===== src/design/aipPkg.sv =====
`default_nettype none

package aipPkg;

  localparam int DATA_WIDTH         = 32;
  localparam int MEM_ADDR_MAX_WIDTH = 16;
  localparam int CONF_REG_COUNT     = 4;

  localparam logic [DATA_WIDTH-1:0] IP_ID = 32'h0000200F;

  // Host target selection
  typedef enum logic [4:0] {
    CFG_MEMIN_DATA   = 5'd0,
    CFG_MEMIN_ADDR   = 5'd1,
    CFG_MEMOUT_DATA  = 5'd2,
    CFG_MEMOUT_ADDR  = 5'd3,
    CFG_CONFREG_DATA = 5'd4,
    CFG_CONFREG_ADDR = 5'd5,
    CFG_STATUS       = 5'd30,
    CFG_ID           = 5'd31
  } aipConfig_e;

  typedef struct packed {
    aipConfig_e            cfg;
    logic                  read;
    logic                  write;
    logic [DATA_WIDTH-1:0] data;
  } hostBus_t;

  // Busy sits in bit 0
  typedef struct packed {
    logic trap;
    logic writeMem;
    logic readMem;
    logic busy;
  } coreStatus_t;

  typedef struct packed {
    logic                          en;
    logic [MEM_ADDR_MAX_WIDTH-1:0] addr;
    logic [DATA_WIDTH-1:0]         data;
  } memWrite_t;

endpackage

`default_nettype wire


===== src/design/aipConfRegFile.sv =====
`default_nettype none

module aipConfRegFile (
  input  wire                                                   clk,
  input  wire                                                   rst,
  input  wire                                                   wrEn_i,
  input  wire  [$clog2(aipPkg::CONF_REG_COUNT)-1:0]             wrAddr_i,
  input  wire  [aipPkg::DATA_WIDTH-1:0]                         wrData_i,
  output logic [aipPkg::CONF_REG_COUNT*aipPkg::DATA_WIDTH-1:0]  regs_o
);

  logic [aipPkg::DATA_WIDTH-1:0] confRegs [aipPkg::CONF_REG_COUNT];

  always_ff @(posedge clk or negedge rst) begin
    if (!rst) begin
      for (int k = 0; k < aipPkg::CONF_REG_COUNT; k++) begin
        confRegs[k] <= '0;
      end
    end else if (wrEn_i) begin
      confRegs[wrAddr_i] <= wrData_i;
    end
  end

  // Whole file seen by the core at once
  always_comb begin
    for (int k = 0; k < aipPkg::CONF_REG_COUNT; k++) begin
      regs_o[k*aipPkg::DATA_WIDTH +: aipPkg::DATA_WIDTH] = confRegs[k];
    end
  end

endmodule

`default_nettype wire


===== config.mk =====
export PLATFORM = sky130hd
export DESIGN_NAME = aipConfRegFile
export DESIGN_NICKNAME = d
export VERILOG_FILES = /design/src/design/aipPkg.sv /design/src/design/aipConfRegFile.sv
export SDC_FILE = /design/constraint.sdc
export NUM_CORES = 1
export LEC_CHECK = 0
export ABC_CLOCK_PERIOD_IN_PS = 900
export BUFFER_PORTS_ARGS = -buffer_cell sky130_fd_sc_hd__clkbuf_2
export CAP_MARGIN = 20
export CORE_ASPECT_RATIO = 1.75
export CORE_MARGIN = 2
export CORE_UTILIZATION = 40
export DETAILED_ROUTE_END_ITERATION = 16
export PLACE_DENSITY = 0.69
export SYNTH_ARGS = -nofsm -noshare
export SYNTH_HDL_FRONTEND = slang
export SYNTH_SLANG_ARGS = --single-unit

===== constraint.sdc =====
create_clock -name clk -period 0.9 [get_ports clk]
set_clock_uncertainty 0.1 [all_clocks]
set_input_delay 0 -clock clk [delete_from_list [all_inputs] [get_ports clk]]
set_output_delay 0 -clock clk [all_outputs]
set_load 0.005 [all_outputs]

==> metrics.yaml, run 1 <==
outcome:
  run_status: "finished, violations left"
  violations: "setup timing"
cells_and_area:
  finalInstanceArea_um2: 7066
  nets: 543
  synthToLayoutAreaGrowth_pct: 48.92
  drive_gt1_frac: 0.6782
  fin_cells: 654
  largest_reg_flops: 128
  n_antenna_cell: 0
min_path:
  hp-class: "in2async"
floorplan:
  start_util: 0.4097
  dieWidth_um: 86.33
  die_y_um: 148.1
  fp.dieArea_um2: 12780
  rows: 52
  core-area_um2: 11580
  ios: 165
timing:
  period_needed_ns: 1.031
  slew-limit-headroom: 0.8138
  grt_setup_unrepaired: "yes"
  setup_violations: 143
  worst_slack_ns: -0.1311
  setup_tns_ns: -13.48
  whs_ns: 0.04334
  maxSlewViolCount: 0
  max_freq_mhz: 969.8
  worstMarginPinSlew_ns: 0.2790
  min_period_over_period: 1.146
  hold_violations: 0
grt:
  grt_antenna_before_repair: 0
  gr-total-overflow: 0
  grt_max_degree: 53
  grt_usage: 0.1944
  grt_first_pass_wirelength_um: 18680
  grt_pass1_vias: 3533
place:
  place_area_um2: 5886
  dp_cells: 573
  globalplace.congestion: 0.7416
  dpl.hpwl_um: 8166
  io_buffers: 164
yosys:
  seq_area_frac_synth: 0.6751
  yosys_warnings: 0
  synth-seq-cells: 128
  netlist_instances: 272
  synthesis.area_um2: 4745
  synth_area_per_cell_um2: 17.44
  synth_cell_types: 8
  syn-num-nets: 309
clock_tree:
  cts_buffers: 17
  clock_sinks: 128
  htreeDepth: 4
  cts_root_buf: "clkbuf_16"
  tritoncts: "done"
  clk_pin_slew_ns: 0.06
  worstSkewPairLatency_ns: 0.40
  clock_path_buffers: 2
drt:
  routedWlPerCell_um: 17.89
  detail-route-antenna-nets: 0
  via_per_inst: 4.875
  vias: 3188
  routed_wl_um: 11700
  dr.pass1.iters: 3
  drtIter0Drc: 121
  drcViolationCount: 0
critical_path:
  critPathArrivalTime_ns: 0.93
  critPathLaunchType: "flip-flop"
  crit_path_start: "regs_o[13]$_DFFE_PN0P_"
  slowest_delay_ns: 0.40
  crit_type: "reg2out"
  worstSetupEndpointType: "output pin"
  crit_buf_inv: 1
  critPathTopFamily: "flip-flops"
  cp_max_fo: 2
  crit_slowest_cell: "dfrtp_1"
  r2r-start: "regs_o[1]$_DFFE_PN0P_"
  worstPathRequired_ns: 0.80
  path_cells: "clkbuf_2"
job:
  cap_violations: 0
power_and_ir_drop:
  peakVddDrop_v: 0.001816
  power_density_nw_per_um2: 2589
  p_leak_nw: 3.444
-- through the flow --
stage / utilization / power [W] / worst slack, ns
floorplan: - / 0.008650 / -0.1069
global placement: 0.5082 / 0.01033 / -0.2912
detailed placement: 0.5082 / 0.01048 / -0.3307
CTS: 0.6047 / 0.01839 / -0.1577
global route: 0.6101 / 0.01909 / -0.1665
finish: 0.6101 / 0.01829 / -0.1311
-- cells in the final DEF, fill, tap and decap left out, types with 2 or more instances in the layout --
cell type,instances
buf_6,6
clkbuf_1,3
dlygate4sd3_1,34
clkbuf_2,161
buf_12,8
mux2_4,12
clkbuf_8,3
bufinv_16,5
nand3b_1,2
buf_4,17
dfrtp_1,128
mux2_2,116
clkbuf_16,17
clkinvlp_4,2
-- report_power, final --
group | total [W] | internal, W | switching (W)
Sequential | 0.00747 | 0.00686 | 0.000612
Clock | 0.00754 | 0.00514 | 0.00240
Combinational | 0.00328 | 0.00201 | 0.00127
Total | 0.0183 | 0.0140 | 0.00429
-- final timing paths --
path,slack [ns],cells past startpoint,endpoint
max,-0.13,1,regs_o[13]
min,0.04,3,regs_o[61]$_DFFE_PN0P_
max reg2reg,-0.09,2,regs_o[1]$_DFFE_PN0P_
min reg2reg,0.40,1,regs_o[75]$_DFFE_PN0P_
max in group asynchronous,0.07,3,regs_o[62]$_DFFE_PN0P_
min in group clk,0.09,4,regs_o[5]$_DFFE_PN0P_
-- cell usage after synthesis --
master      n  area [um2]
nand3b_1    2       15.01
buf_2       9       45.04
dfrtp_1   128        3203
nand3_1     1       5.000
buf_4       3       22.52
nor3b_2     1       12.51
mux2_2    126        1419
mux2_1      2       22.52
-- kinds of logic after synthesis --
kind of cell           Yosys count  synth area share
DFF                            128            0.6751
and+or+nand+nor                  4          0.006854
buffers and inverters           12           0.01424
muxes                          128            0.3038
-- worst register-to-register path: cells and delay by family (launching register included) --
| kind | cells | cell delay [ns] |
|---|---|---|
| buffers and inverters | 1 | 0.12 |
| multiplexers | 1 | 0.26 |
| flip-flops | 1 | 0.40 |
-- cell type report --
cell class              instances  area [um2]
clock buffers                  23       478.0
clock inverters                 9       178.9
fillers                       929        4516
multi-input cells             132        1530
flip-flops and latches        128        3203
well taps                     135       168.9
repair buffers                227        1506
-- layer usage --
metal  up-vias  wire length, um  GRT usage
met3        25              467    0.05327
met1      1623             4176     0.2052
li1       1433                -          -
met2       107             6640     0.3515
met4         0              419    0.08828
met5         -                0          0
-- what timing repair did --
| action | CTS | global route |
|---|---|---|
| setup buffers | 12 | 3 |
| hold buffers | 34 | 0 |
| setup endpoints to repair | 129 | 146 |
| hold endpoints to repair | 256 | 0 |
| resized for setup | 8 | 12 |
| pin swaps | 0 | 0 |
Note: power is estimated with default switching activity, not from simulation.
==> run 2: changes to the inputs <==
ABC_AREA = 1   (was not set)
PLACE_DENSITY = 0.68   (was 0.69)
==> run 2 against run 1 <==
  * The run ends with hold timing, setup timing left
  * Fmax is 2.8% lower
  * Utilization is 1.6 points higher
  * Sequential cell count stayed put
  * Clock-buffer cell count is 5 lower
  * Largest cell class unchanged
==> metrics.yaml, run 2 <==
power_and_ir_drop:
  peakVddDrop_v: 0.001322  # -27%
  p_leak_nw: 4.456  # +29%
  power_density_nw_per_um2: 2231  # -14%
job:
  cap_violations: 0  # unchanged
floorplan:
  core-area_um2: 12800  # +11%
  dieWidth_um: 90.08  # +4.3%
  die_y_um: 154.6  # +4.4%
  ios: 165  # unchanged
  fp.dieArea_um2: 13930  # +9.0%
  rows: 55  # +5.8%
  start_util: 0.4052  # -0.004499
critical_path:
  crit_buf_inv: 1  # unchanged
  slowest_delay_ns: 0.42  # +0.02 ns
  worstSetupEndpointType: "output pin"
  worstPathRequired_ns: 0.80  # about the same
  crit_slowest_cell: "dfrtp_1"
  crit_type: "reg2out"
  critPathArrivalTime_ns: 0.96  # +0.03 ns
  path_cells: "clkbuf_2"
  critPathTopFamily: "flip-flops"
  critPathLaunchType: "flip-flop"
  cp_max_fo: 2  # unchanged
clock_tree:
  tritoncts: "done"
  clock_path_buffers: 2  # unchanged
  htreeDepth: 4  # unchanged
  cts_root_buf: "clkbuf_16"
  clock_sinks: 128  # unchanged
  clk_pin_slew_ns: 0.05  # about the same
  worstSkewPairLatency_ns: 0.41  # about the same
  cts_buffers: 17  # unchanged
cells_and_area:
  largest_reg_flops: 128  # unchanged
  fin_util: 0.6259  # +0.01581
  layout_commonest_cell: "nand2_1"
  n_antenna_cell: 0  # unchanged
  fill_cells: 1055  # +14%
  nets: 886  # +63%
  synthToLayoutAreaGrowth_pct: 54.48
  layout_common_cells: "249 x nand2_1, 160 x clkbuf_2, 128 x dfrtp_1, 96 x nand4_1, 90 x buf_4"
  finalInstanceArea_um2: 8011  # +13%
  drive_gt1_frac: 0.3654  # -0.3128
place:
  place_area_um2: 6397  # +8.7%
  globalplace.congestion: 0.8564  # +15%
  dpl.hpwl_um: 11110  # +36%
  io_buffers: 164  # unchanged
timing:
  min_period_over_period: 1.179  # +0.03338
  hold_violations: 3  # +3
  worstMarginPinSlew_ns: 0.3120  # +0.03294 ns
  maxSlewViolCount: 0  # unchanged
  whs_ns: -0.01005  # -0.05339 ns
  grt_setup_unrepaired: "yes"
  period_needed_ns: 1.061  # +0.03004 ns
  setup_tns_ns: -15.31  # -1.832 ns
  max_freq_mhz: 942.4  # -2.8%
  slew-limit-headroom: 0.7920  # -0.02176
  setup_violations: 146  # +2.1%
  worst_slack_ns: -0.1612  # -0.03004 ns
drt:
  vias: 5427  # +70%
  drcViolationCount: 0  # unchanged
  routedWlPerCell_um: 17.27  # -3.5%
  dr.pass1.iters: 5  # +2
  via_per_inst: 5.254  # +7.8%
  detail-route-antenna-nets: 0  # unchanged
  drtIter0Drc: 355  # +190%
  routed_wl_um: 17840  # +52%
grt:
  gr-total-overflow: 0  # unchanged
  grt_pass1_vias: 4940  # +40%
  grt_first_pass_wirelength_um: 26920  # +44%
  grt_antenna_before_repair: 0  # unchanged
  grt_max_degree: 65  # +23%
  grt_usage: 0.2493  # +0.05490
yosys:
  synthArstFlopShare: 1.000  # unchanged
  synth_ff_type: "dfrtp_1"
  synth_common_cells: "257 x nand2_1, 128 x dfrtp_1, 96 x nand4_1, 35 x nand3_1, 30 x buf_2"
  yosys_warnings: 0  # unchanged
  synth_area_per_cell_um2: 9.115  # -48%
  syn-num-nets: 606  # +96%
  yosysTopAreaCell: "dfrtp_1"
  netlist_instances: 569  # +110%
  synth_top_family_by_area: "simple AND/OR/NAND/NOR gates"
  synth_xor_xnor_area_share: 0  # unchanged
  seq_area_frac_synth: 0.6176  # -0.05749
  synthesis.area_um2: 5186  # +9.3%
  synth-edff-count: 0  # unchanged
  synth_mux_area_frac: 0  # -0.3038
  yosys-top-cells-area: "dfrtp_1 62%, nand2_1 19%, nand4_1 12%"
  synth-seq-cells: 128  # unchanged
  synth_most_common_cell: "nand2_1"
  synth_compound_area_frac: 0  # unchanged
  synth_fa_ha_area_frac: 0  # unchanged
  synth_cell_types: 9  # +1
  synth.top_cell.area_share: 0.6176  # -0.05749
  yosys.area_share.simple: 0.3368  # +0.3299
min_path:
  hp-class: "in2reg"
outcome:
  run_status: "finished, violations left"
  violations: "hold timing, setup timing"
run 2: path summary, 6_finish.rpt:
| path | startpoint | to | slack, ns | cells after the start |
|---|---|---|---|---|
| worst max register to register | regs_o[64]$_DFFE_PN0P_ | regs_o[64]$_DFFE_PN0P_ | -0.05 | 4 |
| worst min-delay path | wrAddr_i[1] | regs_o[117]$_DFFE_PN0P_ | -0.01 | 4 |
| max in group asynchronous | rst | regs_o[62]$_DFFE_PN0P_ | 0.20 | 3 |
| worst min register to register | regs_o[23]$_DFFE_PN0P_ | regs_o[23]$_DFFE_PN0P_ | 0.37 | 2 |
| min in group asynchronous | rst | regs_o[70]$_DFFE_PN0P_ | 0.04 | 3 |
| worst max-delay path | regs_o[121]$_DFFE_PN0P_ | regs_o[121] | -0.16 | 1 |
run 2: final cells by class:
type / count / area (um2) / share of cell area
Tap cell: 171 / 214.0 / 0.02671
Clock inverter: 14 / 141.4 / 0.01765
Timing Repair Buffer: 311 / 2240 / 0.2796
Clock buffer: 18 / 439.2 / 0.05482
Inverter: 2 / 7.507 / 0.0009371
Sequential cell: 128 / 3203 / 0.3998
Multi-Input combinational cell: 389 / 1767 / 0.2205
run 2: kinds of logic (layout without fill, tap and decap cells):
group / after synthesis / count (layout)
buffers and inverters: 52 / 345
DFF: 128 / 128
and+or+nand+nor: 389 / 389
run 2: tightest hold or removal path: cells and delay by family:
| family | cells | cell delay, ns |
|---|---|---|
| buffers and inverters | 2 | 0.31 |
| AND/OR/NAND/NOR | 2 | 0.16 |
run 2: where the power goes:
| group | leakage, nW | internal, W | switching (W) |
|---|---|---|---|
| clock network | 0.290 | 0.00414 | 0.00257 |
| logic | 2.57 | 0.00203 | 0.00186 |
| registers | 1.60 | 0.00668 | 0.000587 |
run 2: per-stage QoR:
step | instances | setup WS (ns) | hold slack [ns] | power (W)
finish | 1033 | -0.1612 | -0.01005 | 0.01787
floorplan | 569 | 0.02977 | -0.3956 | 0.008334
global placement | 884 | -0.06961 | -0.2874 | 0.01004
CTS | 992 | -0.1692 | 0.001460 | 0.01739
detailed placement | 884 | -0.08748 | -0.2876 | 0.01014
global route | 1033 | -0.1721 | 0.005456 | 0.01864
run 2: repair_timing:
item / CTS / global route
endpoints found under the hold margin: 256 / 1
gates resized for setup: 0 / 20
endpoints found under the setup margin: 128 / 132
buffers inserted: 39 / 43
pin swaps: 0 / 4
hold buffers: 37 / 1
run 2: per-layer routing:
layer  wire length [um]  vias to the layer above  share of wire  track usage
met1               6817                     2617           0.38       0.2958
met5                  0                        -              0            0
met2               8961                      255           0.50       0.4221
met4               1128                        0          0.063       0.1516
li1                   -                     2469              -            -
met3                933                       86          0.052      0.04286
