File: config.mk
export PLATFORM = sky130hd
export DESIGN_NAME = aipCtrl
export DESIGN_NICKNAME = d
export VERILOG_FILES = /design/src/design/aipPkg.sv /design/src/design/aipCtrl.sv
export SDC_FILE = /design/constraint.sdc
export NUM_CORES = 1
export LEC_CHECK = 0
export ABC_AREA = 0
export BUFFER_PORTS_ARGS = -buffer_cell sky130_fd_sc_hd__buf_2
export CAP_MARGIN = 20
export CORE_UTILIZATION = 39
export DETAILED_ROUTE_END_ITERATION = 8
export PLACE_DENSITY = 0.92
export SLEW_MARGIN = 20
export SYNTH_ARGS = -nofsm -noshare
export SYNTH_HDL_FRONTEND = slang
export SYNTH_SLANG_ARGS = --single-unit
File: constraint.sdc
create_clock -name clk -period 2.65 [get_ports clk]
set_input_delay 0.3975 -clock clk [delete_from_list [all_inputs] [get_ports clk]]
set_output_delay 0.3975 -clock clk [all_outputs]
set_load 0.005 [all_outputs]
File: src/design/aipPkg.sv
`default_nettype none

package aipPkg;

  localparam int DATA_WIDTH         = 32;
  localparam int MEM_ADDR_MAX_WIDTH = 16;
  localparam int CONF_REG_COUNT     = 4;

  localparam logic [DATA_WIDTH-1:0] IP_ID = 32'h0000200F;

  // Host target selection
  typedef enum logic [4:0] {
    CFG_MEMIN_DATA   = 5'd0,
    CFG_MEMIN_ADDR   = 5'd1,
    CFG_MEMOUT_DATA  = 5'd2,
    CFG_MEMOUT_ADDR  = 5'd3,
    CFG_CONFREG_DATA = 5'd4,
    CFG_CONFREG_ADDR = 5'd5,
    CFG_STATUS       = 5'd30,
    CFG_ID           = 5'd31
  } aipConfig_e;

  typedef struct packed {
    aipConfig_e            cfg;
    logic                  read;
    logic                  write;
    logic [DATA_WIDTH-1:0] data;
  } hostBus_t;

  // Busy sits in bit 0
  typedef struct packed {
    logic trap;
    logic writeMem;
    logic readMem;
    logic busy;
  } coreStatus_t;

  typedef struct packed {
    logic                          en;
    logic [MEM_ADDR_MAX_WIDTH-1:0] addr;
    logic [DATA_WIDTH-1:0]         data;
  } memWrite_t;

endpackage

`default_nettype wire

File: src/design/aipCtrl.sv
`default_nettype none

module aipCtrl #(
  parameter int MEM_IN_ADDR_WIDTH  = 14,
  parameter int MEM_OUT_ADDR_WIDTH = 9
) (
  input  wire                                         clk,
  input  wire                                         rst,
  input  wire                                         en_i,
  input  aipPkg::hostBus_t                            hostBus_i,
  output aipPkg::memWrite_t                           memInWr_o,
  output logic [aipPkg::MEM_ADDR_MAX_WIDTH-1:0]       memOutRdAddr_o,
  input  wire  [aipPkg::DATA_WIDTH-1:0]               memOutRdData_i,
  output logic                                        confRegWrEn_o,
  output logic [$clog2(aipPkg::CONF_REG_COUNT)-1:0]   confRegAddr_o,
  output logic                                        statusWrEn_o,
  input  wire  [aipPkg::DATA_WIDTH-1:0]               statusWord_i,
  output logic [aipPkg::DATA_WIDTH-1:0]               dataAIP_o
);

  localparam int ADDR_W = aipPkg::MEM_ADDR_MAX_WIDTH;
  localparam int CONF_W = $clog2(aipPkg::CONF_REG_COUNT);

  logic [MEM_IN_ADDR_WIDTH-1:0]  memInPtr;
  logic [MEM_OUT_ADDR_WIDTH-1:0] memOutPtr;
  logic [CONF_W-1:0]             confRegPtr;

  logic memInWrEn;
  logic memInAddrLd;
  logic memOutAddrLd;
  logic memOutRdStb;
  logic confAddrLd;

  // Strobe decode
  assign memInWrEn    = hostBus_i.write && hostBus_i.cfg == aipPkg::CFG_MEMIN_DATA;
  assign memInAddrLd  = hostBus_i.write && hostBus_i.cfg == aipPkg::CFG_MEMIN_ADDR;
  assign memOutAddrLd = hostBus_i.write && hostBus_i.cfg == aipPkg::CFG_MEMOUT_ADDR;
  assign memOutRdStb  = hostBus_i.read && hostBus_i.cfg == aipPkg::CFG_MEMOUT_DATA;
  assign confAddrLd   = hostBus_i.write && hostBus_i.cfg == aipPkg::CFG_CONFREG_ADDR;

  assign confRegWrEn_o = hostBus_i.write && hostBus_i.cfg == aipPkg::CFG_CONFREG_DATA;
  assign statusWrEn_o  = hostBus_i.write && hostBus_i.cfg == aipPkg::CFG_STATUS;

  // Enable freezes pointers, data writes still go through
  always_ff @(posedge clk or negedge rst) begin
    if (!rst) begin
      memInPtr   <= '0;
      memOutPtr  <= '0;
      confRegPtr <= '0;
    end else if (en_i) begin
      if (memInAddrLd) begin
        memInPtr <= hostBus_i.data[MEM_IN_ADDR_WIDTH-1:0];
      end else if (memInWrEn) begin
        memInPtr <= memInPtr + 1'b1;
      end

      if (memOutAddrLd) begin
        memOutPtr <= hostBus_i.data[MEM_OUT_ADDR_WIDTH-1:0];
      end else if (memOutRdStb) begin
        memOutPtr <= memOutPtr + 1'b1;
      end

      if (confAddrLd) begin
        confRegPtr <= hostBus_i.data[CONF_W-1:0];
      end else if (confRegWrEn_o) begin
        confRegPtr <= confRegPtr + 1'b1; // Wraps 3 -> 0
      end
    end
  end

  always_comb begin
    memInWr_o.en   = memInWrEn;
    memInWr_o.addr = ADDR_W'(memInPtr);
    memInWr_o.data = hostBus_i.data;
  end

  assign memOutRdAddr_o = ADDR_W'(memOutPtr);
  assign confRegAddr_o  = confRegPtr;

  // Readback mux
  always_comb begin
    case (hostBus_i.cfg)
      aipPkg::CFG_MEMOUT_DATA: dataAIP_o = memOutRdData_i;
      aipPkg::CFG_STATUS:      dataAIP_o = statusWord_i;
      default:                 dataAIP_o = aipPkg::IP_ID;
    endcase
  end

endmodule

`default_nettype wire

==> summary.txt, run 1 <==
Pwr
  • Sw Ratio: 0.344
  • Power share of the clock group: 0.217
  • Leak: 0.00156 uW
  • Net Switching: 367 uW
  • Worst vdd rail ir drop: 0.220 mV
  • Internal power: 700 uW
  • Sequential share of power: 0.469
  • Combinational group share of total power: 0.314
  • Pwr dens: 357 mW/mm^2

Die
  • # IOs: 207
  • Rows: 27
  • Chip height: 79.7 um
  • Die ar.: 0.00635 sq mm
  • Die X: 79.7 um
  • Initial Util: 0.415
  • Core area: 0.00568 sq mm

Flow run
  • Max-cap violations: 0

Global routing
  • Total global-route track usage: 0.260
  • Aggregate global routing overflow: 0
  • Largest net degree at the start of global routing: 26
  • Initial antenna violation count: 0
  • Vias in the first global route: 2538
  • Global-route wire length before repair: ~13 mm

Critical path
  • Crit Path Class: in -> out
  • Arrival time worst endpoint: 1.76 ns
  • Crit. path cell count: 6
  • Most Frequent Cell on Critical Path: buf_2
  • Worst Reg-to-Reg Cells: 4
  • Nature of the critical path endpoint: primary output
  • Crit-path max cell delay: 0.55 ns
  • End of the worst register-to-register path: memInPtr[13]
  • Worst path cell trace: buf_2 -> or4b_1 -> nor2_2 -> buf_4 -> a22o_1 -> buf_2
  • Reg2Reg Setup Slack: 0.98 ns
  • Max FO, Critical Path: 22
  • RR Startpoint: memInPtr[2]
  • Worst Setup EP: dataAIP_o[7]
  • Crit path launch type: input port
  • Top delay family on crit path: simple AND/OR/NAND/NOR gates
  • Crit path max-delay cell type: or4b_1
  • Worst Path Required: roughly 2.3 ns
  • Crit path from: hostBus_i[38]
  • CP Buf/Inv Count: 3

Routing
  • Post-route ant nets: 0
  • Drt pass-1 iters: 6
  • Initial drt markers: between 200 and 300
  • DRC Markers: 0
  • Vias/cell: 5.75
  • Per-cell routed wire length: 17.5 um
  • Routed vias: 2758
  • Post-Route WL: 8.41 mm

CTS
  • CTS tree: built
  • Post-CTS Hold Buffers: 0
  • CTS clock-pin slew for the worst setup and hold paths: 0.09 ns
  • Clock root cell: clkbuf_8
  • Post-CTS sizing: 0
  • Clk sinks: 25
  • Clock Tree Buf Depth: 2
  • Clock latency on the worst-skew pair: approximately 0.27 ns
  • H-tree levels: 1
  • CTS buffer count: 3
  • Post-CTS setup buffers: 0

Timing
  • Actual slew at the worst max-slew pin: between 0.6 and 0.7 ns
  • Clock skew: between 0.002 and 0.003 ns
  • Final setup vio count: 0
  • Final Max Tran Viols: 0
  • Fin Hold WS: 0.112 ns
  • RSZ-0062 raised after global routing: no
  • Slew HR: 0.587
  • PnR worst setup slack: 0.493 ns
  • Achievable Freq: 464 MHz
  • Period utilization: 0.814
  • Clock period minus worst slack: 2.16 ns
  • Final hold vios: 0
  • TNS Setup: 0 ns

Min path
  • Hold Crit Class: in -> async

Synthesis
  • Synth cell types: 45
  • Mapped Area: 0.00235 sq mm
  • Mapped Cells: 288
  • Post-synth ARST share: 1.00
  • Synth Register Bits: 25
  • Yosys warns: 0
  • Number of flops mapped to enable cells by yosys: 0
  • Most used DFF post-synth: dfrtp_1
  • Post-synthesis sequential area ratio: 0.266
  • Syn avg cell area: 8.17 sq um

Final layout
  • Total Nets Final: 517
  • Synth-to-layout area growth: 26.9%
  • Final core occ: 0.526
  • Finished Layout Cells: 480
  • Diodes inserted: 0
  • Share of layout cells above drive strength 1: 0.451
  • Fillers: between 500 and 600

Place
  • Placed cells: 476
  • Buffers on Ports: between 150 and 200
  • Final HPWL DP: 6.67 mm
  • Place WS: around 0.37 ns
  • Routability congestion estimate: between 0.8 and 0.9

Outcome
  • Outcome: complete, no violations
worst min path at each step:
stage / start / end / slack (ns) / depth (start not counted)
5_1_grt: rst / memInPtr[2] / 0.16 / 1
3_5_place_dp: rst / memInPtr[2] / 0.43 / 1
6_report: rst / memInPtr[4] / 0.11 / 1
2_1_floorplan: rst / confRegAddr_o[0] / 0.10 / 0
4_1_cts: rst / memInPtr[6] / 0.13 / 1
3_3_place_gp: rst / memOutPtr[4] / 0.43 / 1
cell type report:
cell class / instances / area [sq um] / share of cell area
repair buffers: 169 / 866 / 0.290
flip-flops and latches: 25 / 626 / 0.209
clock buffers: 4 / 45.0 / 0.0151
multi-input cells: 197 / 1310 / 0.439
inverters: 13 / 48.8 / 0.0163
well taps: 72 / 90.1 / 0.0302
cells by family (layout without fill, tap and decap cells):
group,Yosys count,count (layout),share of synthesized area
adders and majority gates,2,2,0.0106
and+or+nand+nor,79,79,0.187
other,1,9,0.00159
buffers and inverters,74,186,0.191
muxes,7,7,0.0324
DFF,25,25,0.266
AOI/OAI and AO/OA,100,100,0.312
sequential cells by signal (all words and copies together), names as in the netlist:
signal	cells
memOutPtr	9
confRegAddr_o	2
memInPtr	14
worst register-to-register path, stage by stage (launching register included):
cell	delay, ns
dfrtp_1	0.46
nand3_1	0.20
nor3_1	0.49
nor4b_1	0.32
nor3_1	0.08
cells in the mapped netlist (4+ instances only):
| cell type | number | area (sq um) |
|---|---|---|
| clkbuf_1 | 13 | 48.8 |
| o21ai_0 | 19 | 95.1 |
| nand3_1 | 12 | 60.1 |
| nor4_1 | 4 | 25.0 |
| mux2i_1 | 5 | 50.1 |
| o2bb2ai_1 | 4 | 35.0 |
| and3_1 | 6 | 37.5 |
| buf_4 | 42 | 315 |
| o22ai_1 | 4 | 25.0 |
| a2bb2oi_1 | 4 | 35.0 |
| nor2_1 | 11 | 41.3 |
| inv_1 | 13 | 48.8 |
| a22oi_1 | 13 | 97.6 |
| buf_2 | 5 | 25.0 |
| nand2_1 | 11 | 41.3 |
| nor3_1 | 11 | 55.1 |
| a22o_1 | 30 | 263 |
| dfrtp_1 | 25 | 626 |
| a21oi_1 | 10 | 50.1 |
power by group through the flow:
stage                     registers, uW  clock network (uW)  logic [uW]
after global routing                509                 251         371
after global placement              497                   0         327
after CTS                           499                 236         337
final                               500                 232         335
after floorplan                     492                   0         192
after detailed placement            505                   0         336
per-stage QoR:
stage | total power [uW] | instance area [sq um]
after CTS | 1070 | 2990
final | 1070 | 2990
after detailed placement | 841 | 2940
after global routing | 1130 | 2990
after floorplan | 684 | 2380
after global placement | 824 | 2940
placed cells by master, fill, tap and decap left out, types with 2 or more instances in the layout:
master | synthesis | routed
a22oi_1 | 13 | 13
a211oi_1 | 3 | 3
buf_2 | 5 | 161
and4_1 | 2 | 2
ha_1 | 2 | 2
inv_1 | 13 | 13
clkbuf_8 | 0 | 3
o22ai_1 | 4 | 4
buf_4 | 42 | 8
a21oi_1 | 10 | 10
a41o_1 | 2 | 2
a31o_2 | 3 | 3
nor3_1 | 11 | 11
nand4_1 | 3 | 3
a311oi_1 | 2 | 2
nand3_1 | 12 | 12
a22o_1 | 30 | 30
conb_1 | 1 | 9
and3_1 | 6 | 6
nor3b_1 | 2 | 2
o2bb2ai_1 | 4 | 4
a2bb2oi_1 | 4 | 4
o211ai_1 | 2 | 2
nor4b_1 | 2 | 2
and2_1 | 2 | 2
mux2i_1 | 5 | 5
nor2_2 | 2 | 3
or4b_1 | 2 | 2
nand2b_1 | 3 | 3
a31oi_1 | 2 | 2
o21ai_0 | 19 | 19
nor2_1 | 11 | 10
or2_2 | 2 | 2
nand2_1 | 11 | 11
nor4_1 | 4 | 4
dfrtp_1 | 25 | 25
per-layer routing:
metal	vias to the layer above	GRT usage	routed length, um
met5	-	0	0
met4	0	0.0964	220
met3	23	0.0480	777
met2	178	0.428	4050
met1	1285	0.335	3360
li1	1272	-	-
(Power assumes the default switching activity.)
==> run 2, diff against run 1 <==
- clock period: 2.65 -> 2 ns (I/O delays scaled with it)
==> run 2 against run 1 <==
Compared with the run above: combinational power grew 40%; sequential share of layout area fell by 1.2 points; sequential power is 32% higher; first-iteration DRC count increased by 32%; non-clock buffer count grew 10; sequential cell count is the same; setup slack got worse by 0.47 ns; worst hold slack worse by 0.094 ns; clock power is 35% higher; via count is 3.1% higher; global-route usage hardly changed; design area rose by 5.9%; critical path type unchanged; critical endpoint is now dataAIP_o[31].
==> summary.txt, run 2 (synthesized netlist as in run 1, its figures left out) <==
Outcome
  • Outcome: complete, no violations

Final layout
  • Share of layout cells above drive strength 1: 0.469
  • Number of flip-flops in the largest register: 14
  • Most common cell after layout, fill and taps aside: buf_2
  • Total Nets Final: 527
  • Diodes inserted: 0
  • Biggest register: memInPtr
  • Finished Layout Cells: 490
  • Synth-to-layout area growth: 34.4%
  • Final core occ: 0.558
  • Most frequent cells in the layout: buf_2 (159), a22o_1 (30), dfrtp_1 (25), o21ai_0 (18), inv_1 (13)

CTS
  • Clock Tree Buf Depth: 2
  • Clock latency on the worst-skew pair: 0.28 ns
  • Clk sinks: 25
  • H-tree levels: 1
  • Post-CTS Hold Buffers: 0
  • CTS tree: built
  • Clock root cell: clkbuf_8
  • CTS buffer count: 3
  • CTS clock-pin slew for the worst setup and hold paths: ~0.09 ns

Timing
  • Final Max Tran Viols: 0
  • TNS Setup: 0 ns
  • Achievable Freq: 507 MHz
  • RSZ-0062 raised after global routing: no
  • Final hold vios: 0
  • Fin Hold WS: 0.0180 ns
  • Actual slew at the worst max-slew pin: about 0.60 ns
  • Slew HR: 0.601
  • Clock period minus worst slack: 1.97 ns
  • Period utilization: 0.986
  • Clock skew: 0.00660 ns
  • Final setup vio count: 0

Routing
  • Vias/cell: roughly 5.8
  • Initial drt markers: 387
  • Post-route ant nets: 0
  • Post-Route WL: 8.67 mm
  • Drt pass-1 iters: 5
  • DRC Markers: 0
  • Routed vias: 2843
  • Per-cell routed wire length: 17.7 um

Die
  • Die ar.: 0.00635 sq mm
  • Die X: 79.7 um
  • Initial Util: 0.415
  • Core area: approximately 0.0057 sq mm
  • # IOs: 207
  • Rows: 27
  • Chip height: 79.7 um

Place
  • Buffers on Ports: 161
  • Routability congestion estimate: 0.886
  • Placed cells: around 480
  • Final HPWL DP: 6.75 mm

Pwr
  • Leak: 0.00163 uW
  • Power share of the clock group: 0.218
  • Internal power: 942 uW
  • Sequential share of power: 0.457
  • Pwr dens: about 460 mW/mm^2
  • Worst vdd rail ir drop: 0.260 mV
  • Net Switching: between 500 and 600 uW
  • Sw Ratio: 0.348
  • Combinational group share of total power: 0.325
  • Total Power: 1440 uW

Critical path
  • Crit Path Class: in -> out
  • End of the worst register-to-register path: memInPtr[8]
  • RR Startpoint: memInPtr[0]
  • Worst Reg-to-Reg Cells: 5
  • Nature of the critical path endpoint: primary output
  • Reg2Reg Setup Slack: 0.31 ns
  • Crit path launch type: input port
  • Arrival time worst endpoint: 1.67 ns
  • Max FO, Critical Path: 7
  • Worst Path Required: 1.70 ns

Global routing
  • Total global-route track usage: 0.260
  • Aggregate global routing overflow: 0
  • Initial antenna violation count: 0
  • Vias in the first global route: 2543
  • Largest net degree at the start of global routing: 39
  • Global-route wire length before repair: 12.7 mm

Flow run
  • Max-cap violations: 0

Min path
  • Hold Crit Class: in -> async
-- run 2: layout make-up --
type	instances	area, sq um
fill	554	2510
clock buffer	4	45.0
tap	72	90.1
timing repair buffer	179	1030
inverter	13	48.8
sequential	25	626
multi-input combinational	197	1330
-- run 2: layer usage --
| layer | global-route usage | wire (um) | up-vias |
|---|---|---|---|
| met5 | 0 | 0 | - |
| met2 | 0.444 | 4190 | 174 |
| met4 | 0.0891 | 230 | 0 |
| met3 | 0.0594 | 791 | 34 |
| li1 | - | - | 1298 |
| met1 | 0.319 | 3460 | 1337 |
-- run 2: worst max-delay path by stage --
stage,startpoint,endpoint,cells past startpoint
2_1_floorplan,hostBus_i[38],dataAIP_o[10],5
3_3_place_gp,hostBus_i[38],memOutPtr[5],7
3_5_place_dp,hostBus_i[38],memOutPtr[5],7
4_1_cts,hostBus_i[38],dataAIP_o[2],7
5_1_grt,hostBus_i[36],dataAIP_o[24],6
6_report,hostBus_i[36],dataAIP_o[31],6
-- run 2: stage by stage --
step	setup WS, ns	cell area, sq um
after floorplan	0.0531	2390
after global placement	0.00667	3040
after detailed placement	-0.0636	3040
after CTS	0.0236	3080
after global routing	0.00229	3160
final	0.0279	3160
-- run 2: what timing repair did --
action                                  CTS  global route
resized for setup                         0             7
buffers inserted                          0             1
endpoints found under the setup margin    0             5
-- run 2: worst max-delay path, cell delays in order --
cell and delay, ns:
buf_6 0.09, or4b_4 0.55, nor2_4 0.24, clkbuf_16 0.20, a22o_1 0.17, buf_2 0.12
-- run 2: power groups by stage --
stage | combinational, uW | sequential [uW] | clock (uW)
floorplan | 255 | 651 | 0
global placement | 439 | 659 | 0
detailed placement | 455 | 666 | 0
CTS | 459 | 657 | 315
global route | 521 | 671 | 339
finish | 469 | 660 | 314
